[src/design/cu_pkg.sv]
package cu_pkg;

	localparam int BYTE_W    = 8;
	localparam int OP_W      = 4;
	localparam int REG_SEL_W = 2;
	localparam int ALU_OP_W  = 6;
	localparam int SEL_W     = 2; // All datapath mux selects

	typedef logic [BYTE_W-1:0]    byte_t;
	typedef logic [OP_W-1:0]      opcode_t;
	typedef logic [REG_SEL_W-1:0] reg_sel_t;

	// Opcode byte layout, op in the upper nibble
	typedef struct packed {
		opcode_t  op;
		reg_sel_t ra; // Also branch or sub-operation selector
		reg_sel_t rb;
	} instr_t;

	typedef struct packed {
		logic v;
		logic c;
		logic n;
		logic z;
	} flags_t;

	// Main opcodes
	localparam opcode_t OP_MOV      = 4'd1;
	localparam opcode_t OP_ADD      = 4'd2;
	localparam opcode_t OP_SUB      = 4'd3;
	localparam opcode_t OP_AND      = 4'd4;
	localparam opcode_t OP_OR       = 4'd5;
	localparam opcode_t OP_SHIFT    = 4'd6;  // RLC RRC SETC CLRC
	localparam opcode_t OP_STACK    = 4'd7;  // PUSH POP OUT IN
	localparam opcode_t OP_UNARY    = 4'd8;  // NOT NEG INC DEC
	localparam opcode_t OP_BRANCH   = 4'd9;  // JZ JN JC JV
	localparam opcode_t OP_JUMP     = 4'd11; // JMP CALL RET
	localparam opcode_t OP_TWO_BYTE = 4'd12; // LDM LDD STD
	localparam opcode_t OP_LDI      = 4'd13;
	localparam opcode_t OP_STI      = 4'd14;

	typedef enum logic [ALU_OP_W-1:0] {
		ALU_NOP      = 6'd0,
		ALU_MOV      = 6'd1,
		ALU_ADD      = 6'd2,
		ALU_SUB      = 6'd3,
		ALU_AND      = 6'd4,
		ALU_OR       = 6'd5,
		ALU_RLC      = 6'd6,
		ALU_RRC      = 6'd7,
		ALU_SETC     = 6'd8,
		ALU_CLRC     = 6'd9,
		ALU_PUSH     = 6'd10,
		ALU_POP      = 6'd11,
		ALU_OUT      = 6'd12,
		ALU_IN       = 6'd13,
		ALU_NOT      = 6'd14,
		ALU_NEG      = 6'd15,
		ALU_INC      = 6'd16,
		ALU_DEC      = 6'd17,
		ALU_JZ       = 6'd18,
		ALU_JN       = 6'd19,
		ALU_JC       = 6'd20,
		ALU_JV       = 6'd21,
		ALU_PASS_RD2 = 6'd23,
		ALU_CALL     = 6'd24,
		ALU_RET      = 6'd25,
		ALU_LDM      = 6'd27,
		ALU_LDD      = 6'd28,
		ALU_STD      = 6'd29,
		ALU_LDI      = 6'd30,
		ALU_STI      = 6'd31
	} alu_op_t;

	typedef enum logic [SEL_W-1:0] {
		PC_INC    = 2'd0,
		PC_RESET  = 2'd1, // Fetch from M[0]
		PC_VECTOR = 2'd2, // Interrupt vector, kept for the encoding
		PC_JUMP   = 2'd3
	} pc_sel_t;

	typedef enum logic [SEL_W-1:0] {
		WA_RA     = 2'd0,
		WA_RB     = 2'd1,
		WA_SP     = 2'd2,
		WA_OLD_RB = 2'd3  // rb of a latched first byte
	} addr_sel_t;

	typedef enum logic [SEL_W-1:0] {
		RD_SP     = 2'd0, // Updated stack pointer
		RD_INPORT = 2'd1,
		RD_RESULT = 2'd2, // ALU or memory, see out_sel_alu
		RD_IMM    = 2'd3
	} rdata_sel_t;

	typedef enum logic [SEL_W-1:0] {
		WD_NONE = 2'd0,
		WD_RB   = 2'd1,
		WD_PC1  = 2'd2,
		WD_PC   = 2'd3
	} dmem_wd_sel_t;

	typedef enum logic [SEL_W-1:0] {
		DA_RA     = 2'd0,
		DA_SP     = 2'd1,
		DA_SP_INC = 2'd2,
		DA_EA     = 2'd3  // Second byte as address
	} dmem_a_sel_t;

	typedef struct packed {
		rdata_sel_t   rdata_sel;
		dmem_wd_sel_t dmem_wd_sel;
		dmem_a_sel_t  dmem_a_sel;
		logic         out_sel_alu; // 1 picks ALU, 0 picks data memory
		pc_sel_t      pc_sel;
		addr_sel_t    addr_sel;
		logic         branch_taken;
		logic         sp_inc_sel;  // 1 increments SP, 0 decrements
		logic         rd2_old_rb;
		logic         out_port_en;
		logic         dmem_we;
		logic         dmem_re;
		logic         regf_we;
		logic         is_ret;
		logic         sp_inc;
		alu_op_t      alu_op;
	} ctrl_t;

	localparam ctrl_t CTRL_IDLE = '{
		rdata_sel:    RD_SP,
		dmem_wd_sel:  WD_NONE,
		dmem_a_sel:   DA_RA,
		out_sel_alu:  1'b0,
		pc_sel:       PC_INC,
		addr_sel:     WA_RA,
		branch_taken: 1'b0,
		sp_inc_sel:   1'b0,
		rd2_old_rb:   1'b0,
		out_port_en:  1'b0,
		dmem_we:      1'b0,
		dmem_re:      1'b0,
		regf_we:      1'b0,
		is_ret:       1'b0,
		sp_inc:       1'b0,
		alu_op:       ALU_NOP
	};

	// Idle word that reloads the PC from M[0]
	localparam ctrl_t CTRL_RESET = '{
		rdata_sel:    RD_SP,
		dmem_wd_sel:  WD_NONE,
		dmem_a_sel:   DA_RA,
		out_sel_alu:  1'b0,
		pc_sel:       PC_RESET,
		addr_sel:     WA_RA,
		branch_taken: 1'b0,
		sp_inc_sel:   1'b0,
		rd2_old_rb:   1'b0,
		out_port_en:  1'b0,
		dmem_we:      1'b0,
		dmem_re:      1'b0,
		regf_we:      1'b0,
		is_ret:       1'b0,
		sp_inc:       1'b0,
		alu_op:       ALU_NOP
	};

	typedef enum logic {
		IDLE,
		SECOND_BYTE
	} cu_state_t;

endpackage
[src/design/control_unit.sv]
`timescale 1ns/1ps

module control_unit import cu_pkg::*; (
	input  logic     clk,
	input  logic     rst,
	input  byte_t    opcode,
	input  flags_t   flags,
	output ctrl_t    ctrl,
	output logic     is_2byte,
	output reg_sel_t old_rb
);

	ctrl_t  single_ctrl;
	ctrl_t  ext_ctrl;
	instr_t first_byte; // Latched LDM/LDD/STD byte

	instr_decoder u_instr_decoder (
		.opcode      (opcode),
		.flags       (flags),
		.single_ctrl (single_ctrl)
	);

	ext_decoder u_ext_decoder (
		.first_byte (first_byte),
		.ext_ctrl   (ext_ctrl)
	);

	byte_sequencer u_byte_sequencer (
		.clk         (clk),
		.rst         (rst),
		.opcode      (opcode),
		.single_ctrl (single_ctrl),
		.ext_ctrl    (ext_ctrl),
		.first_byte  (first_byte),
		.ctrl        (ctrl),
		.is_2byte    (is_2byte),
		.old_rb      (old_rb)
	);

endmodule

[src/design/byte_sequencer.sv]
`timescale 1ns/1ps

module byte_sequencer import cu_pkg::*; (
	input  logic     clk,
	input  logic     rst,
	input  byte_t    opcode,
	input  ctrl_t    single_ctrl,
	input  ctrl_t    ext_ctrl,
	output instr_t   first_byte,
	output ctrl_t    ctrl,
	output logic     is_2byte,
	output reg_sel_t old_rb
);

	cu_state_t state;
	cu_state_t state_next;
	instr_t    cur;
	logic      start_2byte; // First byte of LDM/LDD/STD seen

	assign cur         = instr_t'(opcode);
	assign start_2byte = (state == IDLE) && (cur.op == OP_TWO_BYTE);

	always_comb begin
		case (state)
			IDLE:    state_next = start_2byte ? SECOND_BYTE : IDLE;
			default: state_next = IDLE; // Second byte never chains
		endcase
	end

	always_ff @(posedge clk or negedge rst) begin
		if (!rst) begin
			state <= IDLE;
		end else begin
			state <= state_next;
		end
	end

	// Holds op, ra and rb for the second-byte cycle
	always_ff @(posedge clk or negedge rst) begin
		if (!rst) begin
			first_byte <= '0;
		end else if (start_2byte) begin
			first_byte <= cur;
		end
	end

	always_comb begin
		ctrl     = single_ctrl;
		is_2byte = 1'b0;
		old_rb   = '0;
		if (!rst) begin
			ctrl = CTRL_RESET;
		end else if (state == SECOND_BYTE) begin
			ctrl   = ext_ctrl;
			old_rb = first_byte.rb;
		end else if (start_2byte) begin
			ctrl     = CTRL_IDLE; // Bubble while the operand byte arrives
			is_2byte = 1'b1;      // Stall request
		end
	end

endmodule

[src/design/ext_decoder.sv]
`timescale 1ns/1ps

module ext_decoder import cu_pkg::*; (
	input  instr_t first_byte,
	output ctrl_t  ext_ctrl
);

	// Second-byte cycle, the current byte is imm or ea
	always_comb begin
		ext_ctrl = CTRL_IDLE;
		case (first_byte.ra)
			2'd0: begin // LDM, R[rb] <- imm
				ext_ctrl.alu_op      = ALU_LDM;
				ext_ctrl.regf_we     = 1'b1;
				ext_ctrl.rdata_sel   = RD_IMM;
				ext_ctrl.out_sel_alu = 1'b1;
				ext_ctrl.addr_sel    = WA_OLD_RB;
			end

			2'd1: begin // LDD, R[rb] <- M[ea]
				ext_ctrl.alu_op     = ALU_LDD;
				ext_ctrl.regf_we    = 1'b1;
				ext_ctrl.dmem_re    = 1'b1;
				ext_ctrl.rdata_sel  = RD_RESULT;
				ext_ctrl.dmem_a_sel = DA_EA;
				ext_ctrl.addr_sel   = WA_OLD_RB;
			end

			2'd2: begin // STD, M[ea] <- R[rb]
				ext_ctrl.alu_op      = ALU_STD;
				ext_ctrl.dmem_we     = 1'b1;
				ext_ctrl.dmem_wd_sel = WD_RB;
				ext_ctrl.dmem_a_sel  = DA_EA;
				ext_ctrl.rd2_old_rb  = 1'b1; // Read port 2 from latched rb
			end

			default: ext_ctrl = CTRL_IDLE;
		endcase
	end

endmodule

[src/design/instr_decoder.sv]
`timescale 1ns/1ps

module instr_decoder import cu_pkg::*; (
	input  byte_t  opcode,
	input  flags_t flags,
	output ctrl_t  single_ctrl
);

	instr_t ins;
	logic   flag_hit; // Flag picked by the branch selector

	assign ins = instr_t'(opcode);

	// Register write of an ALU result
	function automatic ctrl_t alu_write(input alu_op_t op, input addr_sel_t dst);
		ctrl_t c;
		c             = CTRL_IDLE;
		c.regf_we     = 1'b1;
		c.out_sel_alu = 1'b1;
		c.rdata_sel   = RD_RESULT;
		c.addr_sel    = dst;
		c.alu_op      = op;
		return c;
	endfunction

	// PC loaded from R[rb] passed through the ALU
	function automatic ctrl_t jump_taken(input alu_op_t op);
		ctrl_t c;
		c              = CTRL_IDLE;
		c.alu_op       = op;
		c.out_sel_alu  = 1'b1;
		c.pc_sel       = PC_JUMP;
		c.branch_taken = 1'b1;
		return c;
	endfunction

	always_comb begin
		case (ins.ra)
			2'd0:    flag_hit = flags.z;
			2'd1:    flag_hit = flags.n;
			2'd2:    flag_hit = flags.c;
			default: flag_hit = flags.v;
		endcase
	end

	always_comb begin
		single_ctrl = CTRL_IDLE;
		case (ins.op)
			OP_MOV, OP_ADD, OP_SUB, OP_AND, OP_OR: begin
				single_ctrl = alu_write(alu_op_t'({2'b00, ins.op}), WA_RA); // alu_op follows op
			end

			OP_SHIFT: begin
				case (ins.ra)
					2'd0:    single_ctrl = alu_write(ALU_RLC, WA_RB);
					2'd1:    single_ctrl = alu_write(ALU_RRC, WA_RB);
					2'd2:    single_ctrl.alu_op = ALU_SETC; // Carry only
					default: single_ctrl.alu_op = ALU_CLRC;
				endcase
			end

			OP_STACK: begin
				case (ins.ra)
					2'd0: begin // PUSH, store then SP--
						single_ctrl.alu_op      = ALU_PUSH;
						single_ctrl.dmem_we     = 1'b1;
						single_ctrl.dmem_wd_sel = WD_RB;
						single_ctrl.dmem_a_sel  = DA_SP;
						single_ctrl.regf_we     = 1'b1;
						single_ctrl.rdata_sel   = RD_SP;
						single_ctrl.addr_sel    = WA_SP;
					end
					2'd1: begin // POP, ++SP then load
						single_ctrl.alu_op     = ALU_POP;
						single_ctrl.dmem_re    = 1'b1;
						single_ctrl.regf_we    = 1'b1;
						single_ctrl.sp_inc_sel = 1'b1;
						single_ctrl.sp_inc     = 1'b1;
						single_ctrl.dmem_a_sel = DA_SP_INC;
						single_ctrl.rdata_sel  = RD_RESULT; // Memory side of the result mux
						single_ctrl.addr_sel   = WA_RB;
					end
					2'd2: begin
						single_ctrl.alu_op      = ALU_OUT;
						single_ctrl.out_port_en = 1'b1;
					end
					default: begin
						single_ctrl.alu_op    = ALU_IN;
						single_ctrl.regf_we   = 1'b1;
						single_ctrl.rdata_sel = RD_INPORT;
						single_ctrl.addr_sel  = WA_RB;
					end
				endcase
			end

			OP_UNARY: begin
				single_ctrl = alu_write(alu_op_t'(ALU_NOT + {4'b0000, ins.ra}), WA_RB);
			end

			OP_BRANCH: begin
				if (flag_hit)
					single_ctrl = jump_taken(ALU_PASS_RD2);
				else
					single_ctrl.alu_op = alu_op_t'(ALU_JZ + {4'b0000, ins.ra}); // Not taken
			end

			OP_JUMP: begin
				case (ins.ra)
					2'd0: single_ctrl = jump_taken(ALU_PASS_RD2); // JMP
					2'd1: begin // CALL pushes PC+1
						single_ctrl             = jump_taken(ALU_CALL);
						single_ctrl.dmem_we     = 1'b1;
						single_ctrl.dmem_wd_sel = WD_PC1;
						single_ctrl.dmem_a_sel  = DA_SP;
						single_ctrl.regf_we     = 1'b1;
						single_ctrl.rdata_sel   = RD_SP;
						single_ctrl.addr_sel    = WA_SP;
					end
					2'd2: begin // RET pops the PC
						single_ctrl.alu_op     = ALU_RET;
						single_ctrl.dmem_re    = 1'b1;
						single_ctrl.regf_we    = 1'b1;
						single_ctrl.is_ret     = 1'b1;
						single_ctrl.sp_inc_sel = 1'b1;
						single_ctrl.dmem_a_sel = DA_SP_INC;
						single_ctrl.rdata_sel  = RD_SP;
						single_ctrl.addr_sel   = WA_SP;
						single_ctrl.pc_sel     = PC_JUMP;
					end
					default: single_ctrl = CTRL_IDLE; // Old RTI slot
				endcase
			end

			OP_LDI: begin // R[rb] <- M[R[ra]]
				single_ctrl.alu_op     = ALU_LDI;
				single_ctrl.dmem_re    = 1'b1;
				single_ctrl.regf_we    = 1'b1;
				single_ctrl.dmem_a_sel = DA_RA;
				single_ctrl.rdata_sel  = RD_RESULT;
				single_ctrl.addr_sel   = WA_RB;
			end

			OP_STI: begin // M[R[ra]] <- R[rb]
				single_ctrl.alu_op      = ALU_STI;
				single_ctrl.dmem_we     = 1'b1;
				single_ctrl.dmem_wd_sel = WD_RB;
				single_ctrl.dmem_a_sel  = DA_RA;
			end

			default: single_ctrl = CTRL_IDLE; // NOP, 10, 12 and 15
		endcase
	end

endmodule

[config.mk]
export PLATFORM = sky130hd
export DESIGN_NAME = control_unit
export DESIGN_NICKNAME = d
export VERILOG_FILES = /design/src/design/cu_pkg.sv /design/src/design/control_unit.sv /design/src/design/byte_sequencer.sv /design/src/design/ext_decoder.sv /design/src/design/instr_decoder.sv
export SDC_FILE = /design/constraint.sdc
export NUM_CORES = 1
export LEC_CHECK = 0
export BUFFER_PORTS_ARGS = -buffer_cell sky130_fd_sc_hd__buf_2
export CAP_MARGIN = 30
export CORE_UTILIZATION = 49
export CTS_CLUSTER_SIZE = 24
export DETAILED_ROUTE_END_ITERATION = 10
export MAX_ROUTING_LAYER = met4
export PLACE_DENSITY = 0.81
export SLEW_MARGIN = 0
export SYNTH_ARGS = -nofsm -noshare
export SYNTH_HDL_FRONTEND = slang
export SYNTH_SLANG_ARGS = --single-unit
export TNS_END_PERCENT = 30
[constraint.sdc]
create_clock -name clk -period 1.4 [get_ports clk]
set_input_delay 0.07 -clock clk [delete_from_list [all_inputs] [get_ports clk]]
set_output_delay 0.07 -clock clk [all_outputs]
set_load 0.02 [all_outputs]
==> out/results.tsv, run 1 <==
metric	value	unit
ys flop type	dfrtp_1	
Post-synth EDFFs	0	
Buffers on Ports	41	
Synth Net Count	176	
Post-Synthesis Cells	152	
clock buffer depth	2	
dpl hpwl	3.24	mm
Exit stage	global routing	
die height	48.8	microns
Max H-tree Level	1	
pin count of the biggest net entering global routing	14	
Placed Cells	246	
Seq/Total Area, Yosys	11.7	%
Inserted Clock Buffers	3	
flops & latches, synth	5	
YS warnings	0	
status	stopped before the end	
die width	48.8	microns
count of cell types in the netlist	53	
Post-Syn Area	0.00107	sq mm
row cnt	16	
Root Buffer	clkbuf_4	
clk sink count	5	
DP Area	0.00156	sq mm
Post-Syn Area per Cell	7.05	sq um
FFs w/ async S/R, synth	100	%
error message	[ERROR DPL-0038] Utilization greater than 100%, impossible to legalize	
routability cong.	0.944	
IO Count	43	
initial core utilization	53.6	%
-- timing repair --
item,CTS
setup endpoints to repair,24
hold buffers,1
endpoints found under the hold margin,5
gates resized for setup,59
pin swaps,7
buffers inserted,2
-- through the flow --
stage | worst slack (ns) | hold WS (ns)
2_1_floorplan | -0.0875 | -0.226
3_3_place_gp | -0.182 | 0.0950
3_5_place_dp | -0.254 | 0.105
4_1_cts | -0.302 | 0.0383
-- cell usage after synthesis, types with 3 or more instances --
cell type | instances | share of area (%)
a31oi_1 | 5 | 2.9
o21ai_0 | 11 | 5.1
ha_1 | 10 | 12
nand2b_1 | 6 | 3.5
clkbuf_1 | 4 | 1.4
buf_2 | 7 | 3.3
nor2_1 | 9 | 3.2
nand3b_1 | 3 | 2.1
a21oi_1 | 12 | 5.6
and3_1 | 7 | 4.1
nand2_1 | 13 | 4.6
inv_1 | 8 | 2.8
a22oi_1 | 4 | 2.8
nand3_1 | 3 | 1.4
dfrtp_1 | 5 | 12
-- kinds of logic after synthesis --
family,count (synthesis),share of synthesized area (%)
flip-flops,5,11.7
adder cells (fa/ha/maj),10,11.7
AND/OR/NAND/NOR,55,28.5
other,1,0.350
XOR/XNOR,1,0.817
buffers and inverters,23,9.92
multiplexers,4,3.97
AO/OA/AOI/OAI,53,33.1
==> inputs of run 2 (changes only) <==
CORE_AREA = 2 2 63 65   (was unset)
CORE_UTILIZATION = unset   (was 49)
CTS_CLUSTER_SIZE = unset   (was 24)
DIE_AREA = 0 0 65 67   (was unset)
MAX_ROUTING_LAYER = unset   (was met4)
PLACE_DENSITY = unset   (was 0.81)
PLACE_DENSITY_LB_ADDON = 0.15   (was unset)
==> out/results.tsv, run 2 <==
metric	value	unit
status	complete, but fails checks	
failing checks	setup timing	
Post-Synthesis Cells	152	
die width	65	microns
share of the synthesized area in the top cell type	11.7	%
Hold Fails Final Rpt	0	
Reg with most FFs	u_byte_sequencer.first_byte	
Area Growth Syn to Fin	86.9	%
Pint	0.725	mW
WP data required	1.33	ns
DP Area	0.00163	sq mm
dpl hpwl	3.37	mm
unrepaired setup endpoints after global routing	true	
max FFs per register	4	
Setup-failing EPs final	17	
Max H-tree Level	1	
YS warnings	0	
combinational cell fraction of total power	61.1	%
Setup Total Neg Slack	-1.88	ns
post-route clock skew	0.00184	ns
Antenna Diode Count	0	
area leader, netlist	dfrtp_1	
Switching Share	37.4	%
Period minus WS final	1.64	ns
sequential power share	16.9	%
final setup margin	-0.244	ns
critical path class	reg -> out	
Top Registers	u_byte_sequencer.first_byte: 4 flops, u_byte_sequencer.state: 1 flops	
startpoint types	register	
antenna-violating nets left	0	
number of antenna violations at the first check in global routing	0	
number of global-route vias before repair	1380	
power after layout	1.16	mW
vias per cell	5.12	
worst slack, placed	-0.257	ns
CP max stage cell	dfrtp_2	
Area contributors post-synth	dfrtp_1, ha_1, a21oi_1	
CTS tree	yes	
global-route wire length before repair	6.64	mm
die area	0.00436	sq mm
leading cell types in the layout, fill and taps excluded	buf_4, buf_2, nand2_1	
Util after Layout	55.6	%
post-route cell area	0.00200	sq mm
FFs w/ async S/R, synth	100	%
IO Count	43	
ys flop type	dfrtp_1	
clock buffer depth	2	
top cells by count, synth	nand2_1, a21oi_1, o21ai_0	
Post-Syn Area	0.00107	sq mm
Clock Pin Slew Worst Setup and Hold Paths	0.03	ns
crit-path cells	ha_4 > and3_4 > a41o_4 > or2_4 > buf_6	
clk sink count	5	
Post-Syn Area per Cell	7.05	sq um
Post-synth EDFFs	0	
r2r startpoint	u_byte_sequencer.state$_DFF_PN0_	
Core Region	0.00361	sq mm
pin count of the biggest net entering global routing	12	
share of layout cells above drive strength 1	60.4	%
Critical Path AT	1.57	ns
worst hold start	opcode[1]	
Layout Cells excl Fill	283	
leakage	0.930	nW
commonest non-fill, non-tap cell in the layout	buf_4	
Critical path origin	u_byte_sequencer.first_byte[3]$_DFFE_PN0P_	
P_sw	0.432	mW
DRC	0	
fin. max-slew vios	0	
Worst Hold Class	in -> reg	
final worst-path cycle share	117	%
Worst setup EP type	primary output	
Buffers on Ports	41	
Detailed Route WL	4.29	mm
All-Layer GR Usage	19.6	%
Hold Slack	0.0825	ns
count of cell types in the netlist	53	
pwr dens	577	mW/mm^2
drt first-iter violations	77	
# Max-Cap Violations	0	
routability cong.	0.950	
Vias	1450	
Root Buffer	clkbuf_8	
Max Fanout on Critical Path	3	
Clock Power Share	21.9	%
Synth Net Count	176	
later-pin clock latency in the skew report	0.21	ns
CP peak stage delay	0.43	ns
row cnt	22	
WL/cell	15.2	microns
Placed Cells	270	
cell with the most instances after synthesis	nand2_1	
Inserted Clock Buffers	3	
grt ovf	0	
Seq/Total Area, Yosys	11.7	%
Final nets	260	
die height	67	microns
flops & latches, synth	5	
Pre-Repair DR Iteration Count	4	
Max Clock Freq	608	MHz
maximum VDD drop	0.000651	V
initial core utilization	29.7	%
run 2: logic make-up (layout without fill, tap and decap cells):
group | Yosys count | count (layout) | share of synthesized area, %
buffers and inverters | 23 | 106 | 9.92
multiplexers | 4 | 4 | 3.97
AND/OR/NAND/NOR | 55 | 55 | 28.5
flip-flops | 5 | 5 | 11.7
adder cells (fa/ha/maj) | 10 | 10 | 11.7
other | 1 | 1 | 0.350
AO/OA/AOI/OAI | 53 | 53 | 33.1
XOR/XNOR | 1 | 1 | 0.817
run 2: final timing paths:
check,slack [ns],to,cells after the start
min in group asynchronous,0.51,u_byte_sequencer.first_byte[0]$_DFFE_PN0P_,3
hold reg to reg,0.48,u_byte_sequencer.first_byte[1]$_DFFE_PN0P_,1
max in group asynchronous,0.68,u_byte_sequencer.first_byte[3]$_DFFE_PN0P_,3
setup reg to reg,0.06,u_byte_sequencer.first_byte[0]$_DFFE_PN0P_,3
hold / removal,0.08,u_byte_sequencer.first_byte[1]$_DFFE_PN0P_,2
setup / recovery,-0.24,ctrl[10],5
run 2: what timing repair did:
action                                  4_1_cts  5_1_grt
resized for setup                            38       34
hold buffers                                  1        0
endpoints found under the hold margin         5        0
setup buffers                                 3        5
pin swaps                                     2        8
endpoints found under the setup margin       20       25
run 2: metal layers:
| metal | GRT usage (%) | up-vias | part of all wire [%] |
|---|---|---|---|
| met5 | 0 | - | 0 |
| met3 | 2.87 | 4 | 6.8 |
| met1 | 23.5 | 681 | 42 |
| met4 | 3.19 | 0 | 0.82 |
| met2 | 37.1 | 49 | 50 |
| li1 | - | 716 | - |
run 2: worst max-delay path: cells and delay by family (launching register included):
family	cells	cell delay, ns
flops	1	0.43
compound gates	1	0.24
simple gates	2	0.40
buf+inv	1	0.13
fa+ha+maj	1	0.17
run 2: power by group through the flow:
stage               registers, mW  clock network, mW  logic [mW]
global route                0.200              0.274       0.762
CTS                         0.190              0.261       0.605
detailed placement          0.189                  0       0.525
floorplan                   0.187                  0       0.277
global placement            0.188                  0       0.520
finish                      0.196              0.254       0.707
run 2: layout make-up:
| cell class | instances | area, sq um |
|---|---|---|
| fillers | 342 | 1600 |
| multi-input cells | 124 | 1060 |
| repair buffers | 92 | 672 |
| flip-flops and latches | 5 | 128 |
| well taps | 48 | 60.1 |
| clock buffers | 4 | 45.0 |
| inverters | 10 | 42.5 |
Power figures use the tool's default switching activity.
